<file path="src/design/vec_mul_settings.svh">
`ifndef VEC_MUL_SETTINGS_SVH
`define VEC_MUL_SETTINGS_SVH

// Datapath word width in bits
`define VM_ELEN 64

// Width of an element count
`define VM_VLEN_W 8

// Instruction ids and how many of them can be in flight
`define VM_ID_W 2
`define VM_NR_VINSN 4

// Queue depths
`define VM_VINSN_DEPTH 4
`define VM_RESULT_DEPTH 2

// Pipeline registers in the SIMD multiplier
`define VM_MUL_STAGES 2

// Register-file word address width
`define VM_ADDR_W 8

`endif

</file>
<file path="src/design/vec_mul_pkg.sv">
`include "vec_mul_settings.svh"

package vec_mul_pkg;

  typedef logic [`VM_ELEN-1:0]   elen_t;
  typedef logic [`VM_ELEN/8-1:0] strb_t;
  typedef logic [`VM_VLEN_W-1:0] vlen_t;
  typedef logic [`VM_ID_W-1:0]   vid_t;
  typedef logic [`VM_ADDR_W-1:0] vaddr_t;
  typedef logic [4:0]            vreg_t;

  // Element width, log2 of the byte count
  typedef enum logic [1:0] {
    EW8  = 2'd0,
    EW16 = 2'd1,
    EW32 = 2'd2,
    EW64 = 2'd3
  } vew_e;

  typedef enum logic [1:0] {
    VMUL   = 2'd0,
    VMACC  = 2'd1,
    VMERGE = 2'd2
  } vop_e;

  typedef struct packed {
    vid_t  id;
    vop_e  op;
    vew_e  vew;
    vlen_t vl;
    vreg_t vd;
    // Set for an unmasked instruction
    logic  vm;
    logic  use_scalar;
    elen_t scalar;
  } vinsn_t;

  typedef struct packed {
    elen_t vs1;
    elen_t vs2;
    elen_t vd;
  } operands_t;

  typedef struct packed {
    vid_t   id;
    vaddr_t addr;
    elen_t  wdata;
    strb_t  be;
  } vrf_wr_t;

  typedef struct packed {
    vop_e  op;
    vew_e  vew;
    elen_t a;
    elen_t b;
    elen_t c;
    strb_t mask;
  } mul_req_t;

  // Elements held by one datapath word
  function automatic logic [3:0] word_elems(vew_e vew);
    return 4'd8 >> vew;
  endfunction

endpackage

</file>
<file path="src/design/vinsn_queue.sv">
`timescale 1ns/10ps
`include "vec_mul_settings.svh"

module vinsn_queue (
  input  logic                    clk_i,
  input  logic                    rst_ni,
  input  vec_mul_pkg::vinsn_t     vinsn_i,
  input  logic                    vinsn_valid_i,
  output logic                    vinsn_ready_o,
  input  logic                    issue_fire_i,
  input  logic                    proc_fire_i,
  input  logic                    commit_fire_i,
  output vec_mul_pkg::vinsn_t     issue_vinsn_o,
  output logic                    issue_valid_o,
  output vec_mul_pkg::vlen_t      issue_cnt_o,
  output vec_mul_pkg::vinsn_t     proc_vinsn_o,
  output logic                    proc_valid_o,
  output vec_mul_pkg::vlen_t      proc_cnt_o,
  output vec_mul_pkg::vinsn_t     commit_vinsn_o,
  output logic                    commit_valid_o,
  output logic [`VM_NR_VINSN-1:0] vinsn_done_o
);

  localparam int unsigned DEPTH = `VM_VINSN_DEPTH;
  localparam int unsigned PNT_W = $clog2(DEPTH);
  // Phases in order: issue, processing, commit
  localparam int unsigned NR_PHASES = 3;
  localparam int unsigned COMMIT = NR_PHASES - 1;

  typedef logic [PNT_W-1:0] pnt_t;
  typedef logic [PNT_W:0]   occ_t;

  vec_mul_pkg::vinsn_t mem_q [DEPTH];

  pnt_t                                accept_pnt_q;
  pnt_t               [NR_PHASES-1:0] pnt_d, pnt_q;
  // Instructions that have not yet left each phase
  occ_t               [NR_PHASES-1:0] occ_d, occ_q;
  // Remaining elements of the head instruction of each phase
  vec_mul_pkg::vlen_t [NR_PHASES-1:0] cnt_d, cnt_q;
  logic               [NR_PHASES-1:0] fire;
  logic                                accept;
  logic                                commit_last;

  function automatic pnt_t next_pnt(pnt_t pnt);
    return (pnt == pnt_t'(DEPTH - 1)) ? '0 : pnt + 1'b1;
  endfunction

  assign fire          = {commit_fire_i, proc_fire_i, issue_fire_i};
  // Commit is the last phase to let go of an entry
  assign vinsn_ready_o = (occ_q[COMMIT] != occ_t'(DEPTH));
  assign accept        = vinsn_valid_i & vinsn_ready_o;

  always_comb begin
    vec_mul_pkg::vinsn_t head;
    vec_mul_pkg::vlen_t  step;

    pnt_d       = pnt_q;
    occ_d       = occ_q;
    cnt_d       = cnt_q;
    commit_last = 1'b0;

    for (int p = 0; p < NR_PHASES; p++) begin
      head = mem_q[pnt_q[p]];
      step = vec_mul_pkg::vlen_t'(vec_mul_pkg::word_elems(head.vew));
      // The last word may be partly filled
      if (step > cnt_q[p]) begin
        step = cnt_q[p];
      end

      if (fire[p]) begin
        cnt_d[p] = cnt_q[p] - step;
        if (cnt_d[p] == '0) begin
          occ_d[p] = occ_q[p] - 1'b1;
          pnt_d[p] = next_pnt(pnt_q[p]);
          if (p == COMMIT) begin
            commit_last = 1'b1;
          end
          // Move on to the next queued instruction
          if (occ_d[p] != '0) begin
            cnt_d[p] = mem_q[pnt_d[p]].vl;
          end
        end
      end

      if (accept) begin
        // An empty phase starts on the new instruction right away
        if (occ_d[p] == '0) begin
          cnt_d[p] = vinsn_i.vl;
        end
        occ_d[p] = occ_d[p] + 1'b1;
      end
    end
  end

  always_comb begin
    vinsn_done_o = '0;
    if (commit_last) begin
      vinsn_done_o[commit_vinsn_o.id] = 1'b1;
    end
  end

  always_ff @(posedge clk_i or negedge rst_ni) begin
    if (!rst_ni) begin
      accept_pnt_q <= '0;
      pnt_q        <= '0;
      occ_q        <= '0;
      cnt_q        <= '0;
    end else begin
      pnt_q <= pnt_d;
      occ_q <= occ_d;
      cnt_q <= cnt_d;
      if (accept) begin
        accept_pnt_q <= next_pnt(accept_pnt_q);
      end
    end
  end

  always_ff @(posedge clk_i) begin
    if (accept) begin
      mem_q[accept_pnt_q] <= vinsn_i;
    end
  end

  assign issue_vinsn_o  = mem_q[pnt_q[0]];
  assign issue_valid_o  = (occ_q[0] != '0);
  assign issue_cnt_o    = cnt_q[0];
  assign proc_vinsn_o   = mem_q[pnt_q[1]];
  assign proc_valid_o   = (occ_q[1] != '0);
  assign proc_cnt_o     = cnt_q[1];
  assign commit_vinsn_o = mem_q[pnt_q[COMMIT]];
  assign commit_valid_o = (occ_q[COMMIT] != '0);

endmodule

</file>
<file path="config.mk">
export PLATFORM = sky130hd
export DESIGN_NAME = vinsn_queue
export DESIGN_NICKNAME = d
export VERILOG_FILES = /design/src/design/vec_mul_pkg.sv /design/src/design/vinsn_queue.sv
export VERILOG_INCLUDE_DIRS = /design/src /design/src/design
export SDC_FILE = /design/constraint.sdc
export NUM_CORES = 1
export LEC_CHECK = 0
export BUFFER_PORTS_ARGS = -buffer_cell sky130_fd_sc_hd__buf_2
export CORE_ASPECT_RATIO = 0.5
export CORE_MARGIN = 8
export CORE_UTILIZATION = 55
export CTS_CLUSTER_SIZE = 20
export DETAILED_ROUTE_END_ITERATION = 10
export GPL_ROUTABILITY_DRIVEN = 0
export PLACE_DENSITY = 0.87
export SLEW_MARGIN = 20
export SYNTH_ARGS = -nofsm -noshare
export SYNTH_HDL_FRONTEND = slang
export SYNTH_SLANG_ARGS = --single-unit
</file>
<file path="constraint.sdc">
create_clock -name clk_i -period 6.4 [get_ports clk_i]
set_input_delay 1.28 -clock clk_i [delete_from_list [all_inputs] [get_ports clk_i]]
set_output_delay 1.28 -clock clk_i [all_outputs]
set_load 0.01 [all_outputs]
</file>
* Word-level counts from Yosys, hierarchy flattened
Memories as Yosys holds them, arrays and structs flattened. Cells that the tools add are included.
Word-level totals: bits in latches 0, ROM bits 0, bits in registers 41, output and inout port bits 279, memories 1, word-level logic and storage cells 92, RAM bits 340
Operators by class: add/sub/neg operators 13, multipliers 0, mux-type cells 38, divide/modulo/power cells 0, order comparisons 5, reduce and logical (&&, ||, !) cells 16, shifts and indexed selects 3, bitwise logic cells 1, equal/unequal tests 5
Memory list:
- mem_q | depth 4, width 85, rd ports 6, clocked after Yosys merged registers in 0, write ports 1, RTL line vinsn_queue.sv:33 | vec_mul_pkg::vinsn_t mem_q [DEPTH];
Operators with widths (number):
- 8-bit two-way mux | 18
- 3-bit two-way mux | 9
- 4-bit by 8-bit greater-than comparator with 1-bit output | 3
- 8-bit zero test | 3
- 8-bit subtractor | 3
- 3-bit nonzero test | 6
- 4-bit by 2-bit right shift with 4-bit output (first input constant) | 3
- 3-bit by 1-bit adder with 3-bit output (second input constant) | 3
- 3-bit zero test | 3
- 3-bit by 1-bit subtractor with 3-bit output (second input constant) | 3
- 2-bit by 1-bit adder with 2-bit output (second input constant) | 4
- 2-bit == test (second input constant) | 4
- 2-bit two-way mux | 4
- 2-bit AND reduction | 3
- 1-bit two-way mux | 5
- 4-bit two-way mux | 1
- 2-bit by 3-bit less-than comparator with 1-bit output (second input constant) | 1
- 3-bit != test (second input constant) | 1
- 1-bit demux with 2-bit select | 1
- 2-bit by 1-bit >= comparator with 1-bit output (second input constant) | 1
- 1-bit AND | 1
- 1-bit logical AND | 1

* Depth between registers and ports, before layout
An unclocked memory read counts as a cell.
word-level depth 11, gate-level depth with buffers 24, mapped depth without buffers 22

* Least setup slack after synthesis
Ideal clock, no wire load.
kind flip-flop to output port, start reg pnt_q[4] (netlist bit), end out vinsn_done_o[1], arrival time 4.878 ns, data required time 5.120 ns, cell stages (with the launch flop) 19, path slack 0.242 ns, buffers on the path 2, cell sequence dfrtp_1 -> clkbuf_1 -> mux4_2 -> nor2b_1 -> ha_1 -> nor2b_1 -> o21a_1 -> o21a_1 -> o211ai_1 -> o21ai_0 -> ha_1 -> fa_1 -> nand2b_1 -> o2bb2ai_1 -> xor2_1 -> a2111oi_4 -> nand3_2 -> clkbuf_1 -> nor3b_1
RTL lines:
- start, declared | RTL line vinsn_queue.sv:36 | pnt_t [NR_PHASES-1:0] pnt_d, pnt_q;
- start signal, assigned | RTL line vinsn_queue.sv:110 | pnt_q <= pnt_d;
- end, declared | RTL line vinsn_queue.sv:21 | output logic [`VM_NR_VINSN-1:0] vinsn_done_o

* Worst setup path in the final report
start reg pnt_q[4] (netlist bit), end out vinsn_done_o[0]
Between the ends: word-level cells in the longest chain between the ends 9, elaborated cells between the ends (all ways) 14
Ends and longest elaborated chain:
- memory 4 x 85 bit *
- 4-bit by 2-bit right shift with 4-bit output | RTL line vec_mul_pkg.sv:62 | return 4'd8 >> vew;
- 4-bit by 8-bit greater-than comparator with 1-bit output | RTL line vinsn_queue.sv:67 | if (step > cnt_q[p]) begin
- 8-bit two-way mux | RTL line vinsn_queue.sv:67
- 8-bit subtractor | RTL line vinsn_queue.sv:72 | cnt_d[p] = cnt_q[p] - step;
- 8-bit zero test | RTL line vinsn_queue.sv:73 | if (cnt_d[p] == '0) begin
- 1-bit two-way mux | RTL line vinsn_queue.sv:73
- 1-bit two-way mux | RTL line vinsn_queue.sv:71 | if (fire[p]) begin
- 4-bit two-way mux * | RTL line vinsn_queue.sv:98 | if (commit_last) begin
Mark *: on every way between the ends. The rest lies on a longest branch, timed or not.

==> flow_summary.ini <==
[sta]
hold_viol = 0
setup_tns_ns = 0
period_needed_ns = 6.31
fmax_mhz = 159
setup_viol = 0
maxSlewViolCount = 0
slew_headroom_pct = 34.3
fin_crit_sh_pct = 98.6
worstMarginPinSlew_ns = 0.985
setup_ws_ns = 0.0909
skew_ns = 0.0153

[critical_path]
path_class = reg -> out
crit_path_cell_trace = mux4_2, nor2b_2, ha_1, nor2b_1, o21a_1, o21a_1, o211ai_1, buf_4, nor2_1, a21oi_1, ha_1, o21ai_1, a21oi_2, or4_4, a2111oi_4, nand3_4, nor3_2, buf_2
reg2reg_slack_ns = 0.38
cp.arrival_ns = 5.03
critPathLaunchType = register
r2r_start = pnt_q[0]$_DFFE_PN0P_
end_kind = output port
cp.required_ns = 5.12
ff2ff_path_depth = 21
worstReg2RegEnd = issue_cnt_o[7]$_DFF_PN0_
cp_max_fo = 8
slowest_delay_ns = 0.57
slowest_stage = mux4_2

[place]
placed_area_um2 = 23000
numPortBuffers = 369
pre_cts_slack_ns = 0.224
dp_hpwl_um = 39700

[power_and_ir_drop]
switchingPower_w = 0.00371
comb_power_share_pct = 42.6
switching_share_pct = 36.1
power.internal_w = 0.00656
power.total_w = 0.0103
leakagePower_nw = 8.53
vdd_ir_drop_max_uv = 256
p_per_area_nw_per_um2 = 422
p_seq_share_pct = 36.3
power.share.clock_pct = 21.1

[layout]
finalInstanceArea_um2 = 24300
synthToLayoutAreaGrowth_pct = 17.2
drive_gt1_share_pct = 51.8
nets = 1624

[global_routing]
antenna_found_initial = 12
grt_max_degree = 50
grt_pass1_wl_um = 87900
grtUsageTotal_pct = 25.4
overflow = 0
grt_pass1_vias = 14200

[drt]
drc = 0
dr.pass1.iters = 5
via_per_inst = 6.64
postRouteAntennaNets = 0
drt_wl_total_um = 58200
num_vias = 13400
first_iter_violations = 1133
avgRoutedWirePerCell_um = 28.9

[yosys]
synth_most_common_cell = edfxtp_1
synth_area_leader_cell = edfxtp_1
yosysSeqAreaShare_pct = 54.2
synthCells = 1138
synthesis.nets = 1278
ys_async_sr_fraction_pct = 10.8
ys_ff_latch = 381
syn_area_per_cell_um2 = 18.2
synth_top_area_share_pct = 49.2
netlist_area_um2 = 20700
yosysWarningCount = 0
synth_common_cells = edfxtp_1 (340), mux4_2 (279), clkbuf_1 (50)
synth_edf_count = 340
ys.flop_type = edfxtp_1
synth_area_leaders = edfxtp_1 (49%), mux4_2 (30%), dfrtp_1 (4.9%)
synth_cell_types = 57

[min_path]
hold_start = accept_pnt_q[1]$_DFFE_PN0P_
hold_end = accept_pnt_q[1]$_DFFE_PN0P_
holdPathStages = 2
hp-class = reg -> reg

[clocking]
clk_path_buf_depth = 3
tritoncts = built
cts_root_buf = clkbuf_16
numClockSinks = 381
clk_latency_ns = 0.53
cts_buffers = 36
htreeDepth = 2
ctsHoldBuffers = 0
clk_pin_slew_ns = 0.06

[die]
initial_utilization_pct = 55.6
pin_count = 370
dieHeight_um = 153
core_um2 = 37300
dieWidth_um = 291
rows = 50
dieArea_um2 = 44600

[status]
status = complete, no violations

[job]
max_cap_violations = 0
## cell type report
type	instances	area (um^2)
antenna	12	30.0
timing repair buffer	397	2060
multi-input combinational	629	9020
clock buffer	44	972
sequential	381	11300
tap	494	618
clock inverter	19	200
fill	2440	13000
inverter	39	146
## cell families (layout without fill, tap and decap cells)
logic type,count (synthesis),in the layout,synth area share (%)
xor gates and xnor gates,33,33,1.43
other,0,12,0
and+or+nand+nor,142,142,3.61
AOI/OAI and AO/OA,90,90,2.85
DFF,381,381,54.2
muxes,315,315,32.3
adders and majority gates,49,49,3.06
buffers and inverters,128,499,2.62
## worst max-delay path: cells and delay by family, from the launching register on
kind / cells / cell delay (ns)
adders and majority gates: 2 / 0.56
muxes: 1 / 0.57
DFF: 1 / 0.44
buffers and inverters: 2 / 0.35
AOI/OAI and AO/OA: 7 / 1.29
and+or+nand+nor: 6 / 1.28
## power by group through the flow
stage | clock network, W | registers [W] | logic [W]
after floorplan | 0 | 0.00362 | 0.00298
after global placement | 0 | 0.00367 | 0.00417
after detailed placement | 0 | 0.00375 | 0.00433
after CTS | 0.00221 | 0.00371 | 0.00436
after global routing | 0.00229 | 0.00378 | 0.00468
final | 0.00216 | 0.00372 | 0.00438
## placed cells by master (no fill, tap or decap), types with 4 or more instances in the layout
| cell type | instances |
|---|---|
| clkbuf_1 | 5 |
| dfrtp_1 | 35 |
| nand3_1 | 8 |
| buf_2 | 369 |
| xor2_1 | 8 |
| ha_1 | 45 |
| o21a_1 | 12 |
| and3_4 | 4 |
| nor2_1 | 26 |
| nand2b_1 | 7 |
| clkinv_1 | 7 |
| nor3b_1 | 4 |
| nor2b_1 | 11 |
| nand2_1 | 46 |
| clkbuf_16 | 37 |
| xnor2_1 | 24 |
| inv_1 | 39 |
| mux4_2 | 279 |
| a21oi_1 | 12 |
| o21ai_0 | 31 |
| dfrtp_4 | 6 |
| diode_2 | 12 |
| o211ai_1 | 7 |
| mux2_2 | 26 |
| mux2i_1 | 8 |
| clkinv_2 | 4 |
| a31oi_1 | 10 |
| bufinv_16 | 4 |
| edfxtp_1 | 340 |
| buf_4 | 28 |
## sequential cells by signal, summed over array words and instances, names as in the netlist
| name | cells |
|---|---|
| accept_pnt_q | 2 |
| cnt_q | 8 |
| issue_cnt_o | 8 |
| mem_q | 340 |
| occ_q | 9 |
| pnt_q | 6 |
| proc_cnt_o | 8 |
## metal layers
layer / track usage (%) / wire (um)
met1: 28.7 / 19400
met2: 46.3 / 31800
met3: 4.19 / 3740
met4: 13.4 / 3280
met5: 0 / 0
## per-stage QoR
step / hold slack [ns] / utilization, % / cells
6_report: 0.652 / 65.2 / 2015
5_1_grt: 0.672 / 65.2 / 2015
4_1_cts: 0.652 / 64.9 / 1998
3_5_place_dp: 0.643 / 61.7 / 1933
3_3_place_gp: 0.593 / 61.7 / 1933
2_1_floorplan: 0.573 / - / 1138
## repair_timing
action                     CTS  global route
setup buffers                2             5
gates resized for setup      1            10
setup endpoints to repair    4             4
pin swaps                    3             6
## worst max-delay path by stage
stage	startpoint	to	slack [ns]	cells past startpoint
after CTS	pnt_q[4]$_DFFE_PN0P_	vinsn_done_o[2]	0.004	18
after floorplan	pnt_q[4]$_DFFE_PN0P_	vinsn_done_o[1]	0.24	18
after global placement	pnt_q[4]$_DFFE_PN0P_	vinsn_done_o[2]	0.46	17
after global routing	pnt_q[4]$_DFFE_PN0P_	vinsn_done_o[3]	-0.06	18
after detailed placement	pnt_q[4]$_DFFE_PN0P_	vinsn_done_o[0]	0.22	17
final	pnt_q[4]$_DFFE_PN0P_	vinsn_done_o[0]	0.09	18
Note: power is estimated with default switching activity, not from simulation.
