File: src/design/vec_mul_settings.svh
`ifndef VEC_MUL_SETTINGS_SVH
`define VEC_MUL_SETTINGS_SVH

// Datapath word width in bits
`define VM_ELEN 64

// Width of an element count
`define VM_VLEN_W 8

// Instruction ids and how many of them can be in flight
`define VM_ID_W 2
`define VM_NR_VINSN 4

// Queue depths
`define VM_VINSN_DEPTH 4
`define VM_RESULT_DEPTH 2

// Pipeline registers in the SIMD multiplier
`define VM_MUL_STAGES 2

// Register-file word address width
`define VM_ADDR_W 8

`endif

File: src/design/vec_mul_pkg.sv
`include "vec_mul_settings.svh"

package vec_mul_pkg;

  typedef logic [`VM_ELEN-1:0]   elen_t;
  typedef logic [`VM_ELEN/8-1:0] strb_t;
  typedef logic [`VM_VLEN_W-1:0] vlen_t;
  typedef logic [`VM_ID_W-1:0]   vid_t;
  typedef logic [`VM_ADDR_W-1:0] vaddr_t;
  typedef logic [4:0]            vreg_t;

  // Element width, log2 of the byte count
  typedef enum logic [1:0] {
    EW8  = 2'd0,
    EW16 = 2'd1,
    EW32 = 2'd2,
    EW64 = 2'd3
  } vew_e;

  typedef enum logic [1:0] {
    VMUL   = 2'd0,
    VMACC  = 2'd1,
    VMERGE = 2'd2
  } vop_e;

  typedef struct packed {
    vid_t  id;
    vop_e  op;
    vew_e  vew;
    vlen_t vl;
    vreg_t vd;
    // Set for an unmasked instruction
    logic  vm;
    logic  use_scalar;
    elen_t scalar;
  } vinsn_t;

  typedef struct packed {
    elen_t vs1;
    elen_t vs2;
    elen_t vd;
  } operands_t;

  typedef struct packed {
    vid_t   id;
    vaddr_t addr;
    elen_t  wdata;
    strb_t  be;
  } vrf_wr_t;

  typedef struct packed {
    vop_e  op;
    vew_e  vew;
    elen_t a;
    elen_t b;
    elen_t c;
    strb_t mask;
  } mul_req_t;

  // Elements held by one datapath word
  function automatic logic [3:0] word_elems(vew_e vew);
    return 4'd8 >> vew;
  endfunction

endpackage

File: src/design/result_queue.sv
`timescale 1ns/10ps
`include "vec_mul_settings.svh"

module result_queue (
  input  logic                 clk_i,
  input  logic                 rst_ni,
  input  vec_mul_pkg::vrf_wr_t wr_i,
  input  logic                 wr_valid_i,
  output logic                 full_o,
  output logic                 vrf_req_o,
  output vec_mul_pkg::vrf_wr_t vrf_wr_o,
  input  logic                 vrf_gnt_i
);

  localparam int unsigned DEPTH = `VM_RESULT_DEPTH;
  localparam int unsigned PNT_W = (DEPTH > 1) ? $clog2(DEPTH) : 1;

  typedef logic [PNT_W-1:0] pnt_t;

  vec_mul_pkg::vrf_wr_t mem_q [DEPTH];

  pnt_t           wr_pnt_q, rd_pnt_q;
  logic [PNT_W:0] cnt_q;
  logic           push, pop;

  function automatic pnt_t next_pnt(pnt_t pnt);
    return (pnt == pnt_t'(DEPTH - 1)) ? '0 : pnt + 1'b1;
  endfunction

  assign full_o    = (cnt_q == DEPTH);
  assign push      = wr_valid_i & ~full_o;
  // Head entry stays on the bus until granted
  assign vrf_req_o = (cnt_q != '0);
  assign vrf_wr_o  = mem_q[rd_pnt_q];
  assign pop       = vrf_req_o & vrf_gnt_i;

  always_ff @(posedge clk_i or negedge rst_ni) begin
    if (!rst_ni) begin
      wr_pnt_q <= '0;
      rd_pnt_q <= '0;
      cnt_q    <= '0;
    end else begin
      if (push) begin
        wr_pnt_q <= next_pnt(wr_pnt_q);
      end
      if (pop) begin
        rd_pnt_q <= next_pnt(rd_pnt_q);
      end
      case ({push, pop})
        2'b10:   cnt_q <= cnt_q + 1'b1;
        2'b01:   cnt_q <= cnt_q - 1'b1;
        default: cnt_q <= cnt_q;
      endcase
    end
  end

  always_ff @(posedge clk_i) begin
    if (push) begin
      mem_q[wr_pnt_q] <= wr_i;
    end
  end

endmodule

File: config.mk
export PLATFORM = sky130hd
export DESIGN_NAME = result_queue
export DESIGN_NICKNAME = d
export VERILOG_FILES = /design/src/design/vec_mul_pkg.sv /design/src/design/result_queue.sv
export VERILOG_INCLUDE_DIRS = /design/src /design/src/design
export SDC_FILE = /design/constraint.sdc
export NUM_CORES = 1
export LEC_CHECK = 0
export CORE_ASPECT_RATIO = 2
export CORE_MARGIN = 2
export CORE_UTILIZATION = 55
export CTS_BUF_LIST = sky130_fd_sc_hd__clkbuf_4 sky130_fd_sc_hd__clkbuf_8 sky130_fd_sc_hd__clkbuf_16
export DETAILED_ROUTE_END_ITERATION = 10
export DONT_BUFFER_PORTS = 1
export PLACE_DENSITY = 0.7
export SETUP_SLACK_MARGIN = 0.05
export SLEW_MARGIN = 30
export SYNTH_ARGS = -nofsm -noshare
export SYNTH_HDL_FRONTEND = slang
export SYNTH_SLANG_ARGS = --single-unit
File: constraint.sdc
create_clock -name clk_i -period 4.55 [get_ports clk_i]
set_input_delay 0.455 -clock clk_i [delete_from_list [all_inputs] [get_ports clk_i]]
set_output_delay 0.455 -clock clk_i [all_outputs]
set_load 0.005 [all_outputs]
== Word level (Yosys, flattened, before mapping) ==
Memory sizes are Yosys's and may differ from the RTL's.
Index checks and enable logic that the tools add are counted.

* Output and inout bits: 84
* Word-level logic and storage cells: 21
* Input bits: 86
* Register bits: 4
* Bits in writable memories: 164
* Memories kept: 1

{| class="wikitable"
|+ Memories
! memory !! words !! width !! read ports !! clocked after Yosys merged registers in !! wr ports !! line !! RTL
|-
| mem_q || 2 || 82 || 1 || 0 || 1 || result_queue.sv:20 || <nowiki>vec_mul_pkg::vrf_wr_t mem_q [DEPTH];</nowiki>
|}

* Add/subtract/negate cells: 4
* Bitwise operators: 3
* Reductions and logical operators: 2
* Multiplexer cells: 5
* Equal/unequal tests: 3

{| class="wikitable"
|+ Operators by type and width
! kind !! number
|-
| 2-bit equality test, second input constant || 2
|-
| 1-bit 2-to-1 mux || 4
|-
| 2-bit one-hot mux with 2 select lines || 1
|-
| 2-bit nonzero test || 2
|-
| 1-bit adder, second input constant || 2
|-
| 2-bit by 1-bit adder with 2-bit output, second input constant || 1
|-
| 1-bit AND || 2
|-
| 2-bit by 1-bit equality test with 1-bit output, second input constant || 1
|-
| 2-bit by 1-bit subtractor with 2-bit output, second input constant || 1
|-
| 1-bit NOT || 1
|}

== Depth between registers and ports, before layout ==
Gate-level depths: netlist (run 1).

* Depth in word-level cells: 5
* Mapped depth: 6
* Mapped depth without buffers: 6

== Least setup slack after synthesis (run 1) ==
No wires, ideal clock.

* Kind: register to register
* Start: register cnt_q[0]
* End: memory mem_q[0][0] (netlist name), enable pin
* Data arrival time: 4,049 ps
* Path slack: -22 ps
* Path buffers: 0
* Stages on the path, launching flop included: 4
* Cell sequence: dfrtp_1 nand2b_1 nand2_1 nor2_1

* Cells in the longest elaborated chain, start to end: 5

{| class="wikitable"
|+ Ends and longest elaborated chain
! what !! line !! RTL
|-
| from (decl) || result_queue.sv:23 || <nowiki>logic [PNT_W:0] cnt_q;</nowiki>
|-
| from (signal assigned) || result_queue.sv:50 || <nowiki>2'b10: cnt_q <= cnt_q + 1'b1;</nowiki>
|-
| from (signal assigned) || result_queue.sv:51 || <nowiki>2'b01: cnt_q <= cnt_q - 1'b1;</nowiki>
|-
| from (signal assigned) || result_queue.sv:52 || <nowiki>default: cnt_q <= cnt_q;</nowiki>
|-
| 2-bit equality test || result_queue.sv:30 || <nowiki>assign full_o = (cnt_q == DEPTH);</nowiki>
|-
| 1-bit NOT || result_queue.sv:31 || <nowiki>assign push = wr_valid_i & ~full_o;</nowiki>
|-
| 1-bit AND || result_queue.sv:31 ||
|-
| 1-bit 2-to-1 mux || result_queue.sv:58 || <nowiki>if (push) begin</nowiki>
|-
| 1-bit 2-to-1 mux (implied by the code) || result_queue.sv:59 || <nowiki>mem_q[wr_pnt_q] <= wr_i;</nowiki>
|-
| to (decl) || result_queue.sv:20 ||
|}

No other way between the ends.

==> results of run 1 <==
-- registers in the layout, indices dropped and copies added, names as in the netlist --
name,flops
mem_q,164
cnt_q,2
rd_pnt_q,1
wr_pnt_q,1
-- how the worst max path moves through the flow --
stage | start | to | cells past startpoint
floorplan | cnt_q[0] | mem_q[0][0] | 3
global placement | rd_pnt_q | vrf_wr_o[57] | 2
detailed placement | rd_pnt_q | vrf_wr_o[57] | 2
CTS | rd_pnt_q | vrf_wr_o[57] | 2
global route | rd_pnt_q | vrf_wr_o[57] | 2
finish | rd_pnt_q | vrf_wr_o[57] | 2
-- worst max-delay path: stages (launching register included) --
cell                      delay, ps
sky130_fd_sc_hd__dfrtp_4        820
sky130_fd_sc_hd__buf_4          510
sky130_fd_sc_hd__mux2_2         410
-- routing by layer --
metal	wire length (um)	up-vias	track usage
li1	-	1107	-
met1	2910	1256	0.140
met2	5650	115	0.277
met3	867	24	0.0694
met4	317	0	0.0888
met5	0	-	0
-- kinds of logic (layout without fill, tap and decap cells) --
kind of cell  after synthesis  in the layout  share of synthesized area
flops                     168            168                      0.777
simple gates                7              7                    0.00600
buf+inv                    10             38                     0.0248
xor+xnor                    5              5                    0.00677
fa+ha+maj                   1              1                    0.00193
mux                        82             82                      0.183
-- through the flow --
step / power, mW / instance area (um^2) / instances / utilization / hold WS (ps)
2_1_floorplan: 3.37 / 6470 / 273 / - / 159
3_3_place_gp: 3.44 / 6520 / 411 / 0.561 / 160
3_5_place_dp: 3.49 / 6560 / 413 / 0.564 / 160
4_1_cts: 4.80 / 7130 / 445 / 0.613 / 126
5_1_grt: 4.95 / 7150 / 446 / 0.615 / 114
6_report: 4.74 / 7150 / 446 / 0.615 / 146
-- layout make-up --
type / count / area, um^2
Inverter: 1 / 3.75
Multi-Input combinational cell: 95 / 1290
Sequential cell: 168 / 5030
Timing Repair Buffer: 6 / 85.1
Fill cell: 829 / 4480
Tap cell: 145 / 181
Clock inverter: 13 / 124
Clock buffer: 18 / 433
-- power by group --
group / switching [mW] / leakage, nW / internal [mW]
combinational: 0.528 / 0.714 / 0.609
clock: 0.541 / 0.262 / 0.761
sequential: 0.175 / 1.57 / 2.12
-- cell usage in the layout (no fill, tap or decap), drive strengths merged --
cell / netlist / layout
and2: 1 / 1
and3: 1 / 1
buf: 9 / 5
bufinv: 0 / 1
clkbuf: 0 / 18
clkinv: 0 / 5
clkinvlp: 0 / 4
dfrtp: 4 / 4
dlygate4sd3: 0 / 1
edfxtp: 164 / 164
ha: 1 / 1
inv: 1 / 4
mux2: 82 / 82
nand2: 1 / 1
nand2b: 1 / 1
nor2: 2 / 2
or2: 1 / 1
xnor2: 3 / 3
xor2: 2 / 2
-- timing repair --
item / 4_1_cts / 5_1_grt
hold buffers: 1 / 0
hold endpoints to repair: 4 / 0
setup buffers: 0 / 0
==> results.py, run 1 <==
metrics = {
    "clock_tree": {
        "cts-root-to-sink-buffers": 2,
        "cts_num_sinks": 168,
        "post_cts_resize_count": 0,
        "tritoncts.num_buffers": 17,
        "clock_pin_slew_on_the_worst_setup_and_hold_paths_ps": 60,
        "cts_tree": "built",
        "clkLatencyLatePin_ps": 400,
        "h-tree-depth": 4,
        "cts_root_buf": "sky130_fd_sc_hd__clkbuf_16",
    },
    "worst_setup_path": {
        "required_ps": 4090,
        "setup.worst_path.start_class": "flop",
        "crit-reg2reg-launch": "cnt_q[0]",
        "r2r_cells": 4,
        "worstSetupPathType": "flop to output port",
        "arrival_ps": 2150,
        "worst_r2r_endpoint": "mem_q[0][54]",
        "critPathMaxFanout": 34,
        "timing.critical_path.to_type": "output port",
        "r2r_setup_slack_ps": 2160,
    },
    "global_routing": {
        "global_route_total_usage_across_every_layer": 0.155,
        "pin_count_of_the_biggest_net_entering_global_routing": 65,
        "grt-ovfl-total": 0,
        "grt_first_pass_wirelength_um": 13700,
        "antenna_violations_before_repair": 0,
        "grt_pass1_vias": 2579,
    },
    "floorplan": {
        "die-height_um": 157,
        "ioPinCount": 170,
        "die-width_um": 80.7,
        "fp.dieArea_mm2": 0.0127,
        "initial_core_util": 0.556,
        "floorplan.rows": 56,
        "placeableCoreArea_mm2": 0.0116,
    },
    "logic_synthesis": {
        "post_synth.cell_area_avg_um2": 23.7,
        "synthesized_cell_area_mm2": 0.00647,
        "async_reset_ff_frac": 0.0238,
        "syn-num-nets": 360,
        "post-synth-top-area-fraction": 0.762,
        "synth-warning-count": 0,
        "synth.top_cells.by_count": "sky130_fd_sc_hd__edfxtp_1 (164), sky130_fd_sc_hd__mux2_4 (70), sky130_fd_sc_hd__mux2_2 (12)",
        "synth_enable_flop_cells": 164,
        "seq_area_frac_synth": 0.777,
        "netlist_top_cells_area": "sky130_fd_sc_hd__edfxtp_1 (76%), sky130_fd_sc_hd__mux2_4 (16%), sky130_fd_sc_hd__buf_12 (2.2%)",
        "ys.flop_type": "sky130_fd_sc_hd__edfxtp_1",
        "synthDistinctLibCells": 17,
        "synth_top_cell_by_area": "sky130_fd_sc_hd__edfxtp_1",
        "register_bit_total_from_synthesis": 168,
        "post-synth-top-count-cell": "sky130_fd_sc_hd__edfxtp_1",
        "synthesis.instances": 273,
    },
    "timing": {
        "finalMaxSlewViolations": 0,
        "final-setup-viol-count": 0,
        "final_hold_viol_count": 0,
        "final_min_period_over_clock_period": 0.572,
        "setup_tns_ps": 0,
        "rsz0062_at_grt": "no",
        "final_period_minus_worst_setup_slack_ps": 2600,
        "transition_time_of_the_tightest_slew_check_pin_ps": 843,
        "timing.max_slew.rel_slack": 0.438,
        "final.setup_skew_ps": 7.71,
        "timing.fmax_ghz": 0.384,
        "final_critical_path_setup_slack_ps": 1950,
    },
    "hold_path": {
        "worstHoldPathCells": 0,
        "holdCritStartpoint": "wr_i[9]",
        "worstHoldPathType": "primary input to flop",
        "whs_endpoint": "mem_q[0][9]",
    },
    "finish": {
        "syn_to_final_growth_pct": 10.6,
        "n_antenna_cell": 0,
        "num-nets-final": 376,
        "drive_gt1_frac": 0.402,
    },
    "routing": {
        "first_pass_iters": 4,
        "detail_route.drc_violations": 0,
        "totalWireLength_um": 9750,
        "route.vias.total": 2502,
        "wire_per_inst_um": 21.9,
        "viasPerCell": 5.61,
        "drt_iter0_drc": 94,
        "final_antenna_net_count": 0,
    },
    "power_and_ir_drop": {
        "total_leakage_power_nw": 2.55,
        "powerDensity_mw_per_mm2": 662,
        "irDropWorstVdd_v": 0.000461,
    },
    "placed_design": {
        "gp_congestion": 0.822,
        "numPortBuffers": 0,
        "pre_cts_ws_ps": 2020,
        "half_perimeter_wire_length_of_the_detailed_placement_result_um": 6800,
    },
    "job": {
        "max_cap_violations": 0,
    },
    "run_status": {
        "run_status": "completed",
    },
}
No activity file was read; power rests on OpenSTA's default activity.
==> inputs of run 2 (changes only) <==
- clock period: 4.55 -> 2.2 ns (I/O delays scaled with it)
==> run 2 against run 1 <==
Effect of this change: final cell count is 19% higher; cell area is 13% higher; flip-flop and latch count stayed put; clock skew is 1.6 ps higher; sequential share of layout area is 8.0 points lower; setup slack worse by 1700 ps; clock power is 120% higher; core utilization is 7.9 points higher; sequential power is 100% higher; power is 120% higher; critical path type unchanged; critical endpoint is now vrf_wr_o[20]; largest cell class unchanged; largest power group unchanged; highest routed layer unchanged.
==> results.py, run 2 (synthesized netlist as in run 1, its figures left out) <==
metrics = {
    "timing": {
        "final_critical_path_setup_slack_ps": 263,
        "final.setup_skew_ps": 9.31,
        "final_hold_viol_count": 0,
        "final-setup-viol-count": 0,
        "rsz0062_at_grt": "no",
        "setup_tns_ps": 0,
        "final_period_minus_worst_setup_slack_ps": 1940,
        "timing.fmax_ghz": 0.516,
        "finalHoldWorstSlack_ps": 26.6,
        "final_min_period_over_clock_period": 0.880,
        "transition_time_of_the_tightest_slew_check_pin_ps": 491,
        "timing.max_slew.rel_slack": 0.673,
        "finalMaxSlewViolations": 0,
    },
    "global_routing": {
        "grt-ovfl-total": 0,
        "antenna_violations_before_repair": 0,
        "global_route_total_usage_across_every_layer": 0.169,
        "grt_pass1_vias": 2979,
        "grt_first_pass_wirelength_um": 15000,
        "pin_count_of_the_biggest_net_entering_global_routing": 46,
    },
    "worst_setup_path": {
        "worstSetupPathType": "flop to output port",
        "setup.worst_path.start_class": "flop",
        "timing.critical_path.to_type": "output port",
        "crit_path_top_delay_cell": "sky130_fd_sc_hd__dfrtp_4",
        "r2r_cells": 3,
        "crit_chain": "buf_12 -> mux2_4",
        "timing.critical_path.depth": 2,
        "required_ps": 1980,
        "critPathMaxFanout": 39,
        "cp_num_buf_inv": 1,
        "crit_path_max_incr_delay_ps": 610,
        "arrival_ps": 1720,
        "timing.critical_path.max_delay_family": "flip-flops",
    },
    "routing": {
        "first_pass_iters": 5,
        "detail_route.drc_violations": 0,
        "totalWireLength_um": 10400,
        "wire_per_inst_um": 19.6,
        "drt_iter0_drc": 114,
        "route.vias.total": 2790,
        "final_antenna_net_count": 0,
        "viasPerCell": 5.25,
    },
    "clock_tree": {
        "h-tree-depth": 4,
        "clkLatencyLatePin_ps": 410,
        "post_cts.repair.setup_buffers": 0,
        "cts_root_buf": "sky130_fd_sc_hd__clkbuf_16",
        "cts-root-to-sink-buffers": 2,
        "clock_pin_slew_on_the_worst_setup_and_hold_paths_ps": 60,
        "cts_tree": "built",
        "tritoncts.num_buffers": 17,
        "cts_num_sinks": 168,
        "post_cts_resize_count": 0,
        "cts-hold-fix-buffers": 84,
    },
    "floorplan": {
        "initial_core_util": 0.556,
        "ioPinCount": 170,
        "die-height_um": 157,
        "floorplan.rows": 56,
        "placeableCoreArea_mm2": 0.0116,
        "die-width_um": 80.7,
        "fp.dieArea_mm2": 0.0127,
    },
    "finish": {
        "most-common-layout-cells": "sky130_fd_sc_hd__edfxtp_1 (164), sky130_fd_sc_hd__dlygate4sd3_1 (84), sky130_fd_sc_hd__mux2_4 (70)",
        "drive_gt1_frac": 0.324,
        "num-nets-final": 460,
        "fillerInstances": 741,
        "regMostFlops": "mem_q",
        "n_antenna_cell": 0,
        "finish.utilization": 0.694,
        "mostFrequentLayoutCell": "sky130_fd_sc_hd__edfxtp_1",
        "largest_register_ff_count": 164,
        "syn_to_final_growth_pct": 24.7,
        "largest_registers": "mem_q (164), cnt_q (2)",
    },
    "job": {
        "max_cap_violations": 0,
    },
    "placed_design": {
        "numPortBuffers": 0,
        "pre_cts_ws_ps": 549,
        "gp_congestion": 0.726,
        "half_perimeter_wire_length_of_the_detailed_placement_result_um": 6700,
    },
    "power_and_ir_drop": {
        "irDropWorstVdd_v": 0.000817,
        "total_leakage_power_nw": 2.94,
        "fin_total_pwr_mw": 10.3,
        "powerDensity_mw_per_mm2": 1270,
    },
    "hold_path": {
        "worstHoldPathCells": 2,
        "worstHoldPathType": "primary input to flop",
    },
    "run_status": {
        "run_status": "completed",
    },
}
[run 2: cell types whose count changed in the layout (fill, tap and decap cells not counted), sizes merged]
| cell | before | now |
|---|---|---|
| clkinvlp | 4 | 1 |
| dlygate4sd3 | 1 | 84 |
| buf | 5 | 6 |
| inv | 4 | 7 |
| bufinv | 1 | 2 |
[run 2: per-layer routing]
layer	GRT usage	share of wire	up-vias
li1	-	-	1275
met5	0	0	-
met2	0.308	0.58	110
met3	0.0585	0.061	26
met1	0.152	0.32	1379
met4	0.107	0.035	0
[run 2: final cells by class]
class / instances / area (um^2) / share of cell area
multi-input cells: 95 / 1310 / 0.162
clock buffers: 18 / 433 / 0.0537
repair buffers: 90 / 948 / 0.118
clock inverters: 14 / 163 / 0.0202
inverters: 1 / 3.75 / 0.000465
well taps: 145 / 181 / 0.0225
flip-flops and latches: 168 / 5030 / 0.623
[run 2: through the flow]
step | cells | instance area, um^2
finish | 531 | 8070
global route | 531 | 8070
CTS | 531 | 8070
detailed placement | 415 | 6630
global placement | 415 | 6630
floorplan | 273 | 6490
[run 2: final timing paths]
| path | slack [ps] | endpoint | startpoint |
|---|---|---|---|
| worst min-delay path | 30 | rd_pnt_q | vrf_gnt_i |
| max in group asynchronous | 1920 | rd_pnt_q | rst_ni |
| worst max register to register | 570 | mem_q[1][41] | cnt_q[0] |
| min in group asynchronous | 80 | cnt_q[1] | rst_ni |
| worst min register to register | 570 | wr_pnt_q | wr_pnt_q |
| worst max-delay path | 260 | vrf_wr_o[20] | rd_pnt_q |
[run 2: power breakdown]
part           leakage (nW)  switching [mW]  internal [mW]  total [mW]
sequential             1.57           0.262           4.38        4.64
clock                 0.292            1.20           1.72        2.92
combinational          1.08            1.28           1.42        2.70
total                  2.94            2.74           7.51        10.3
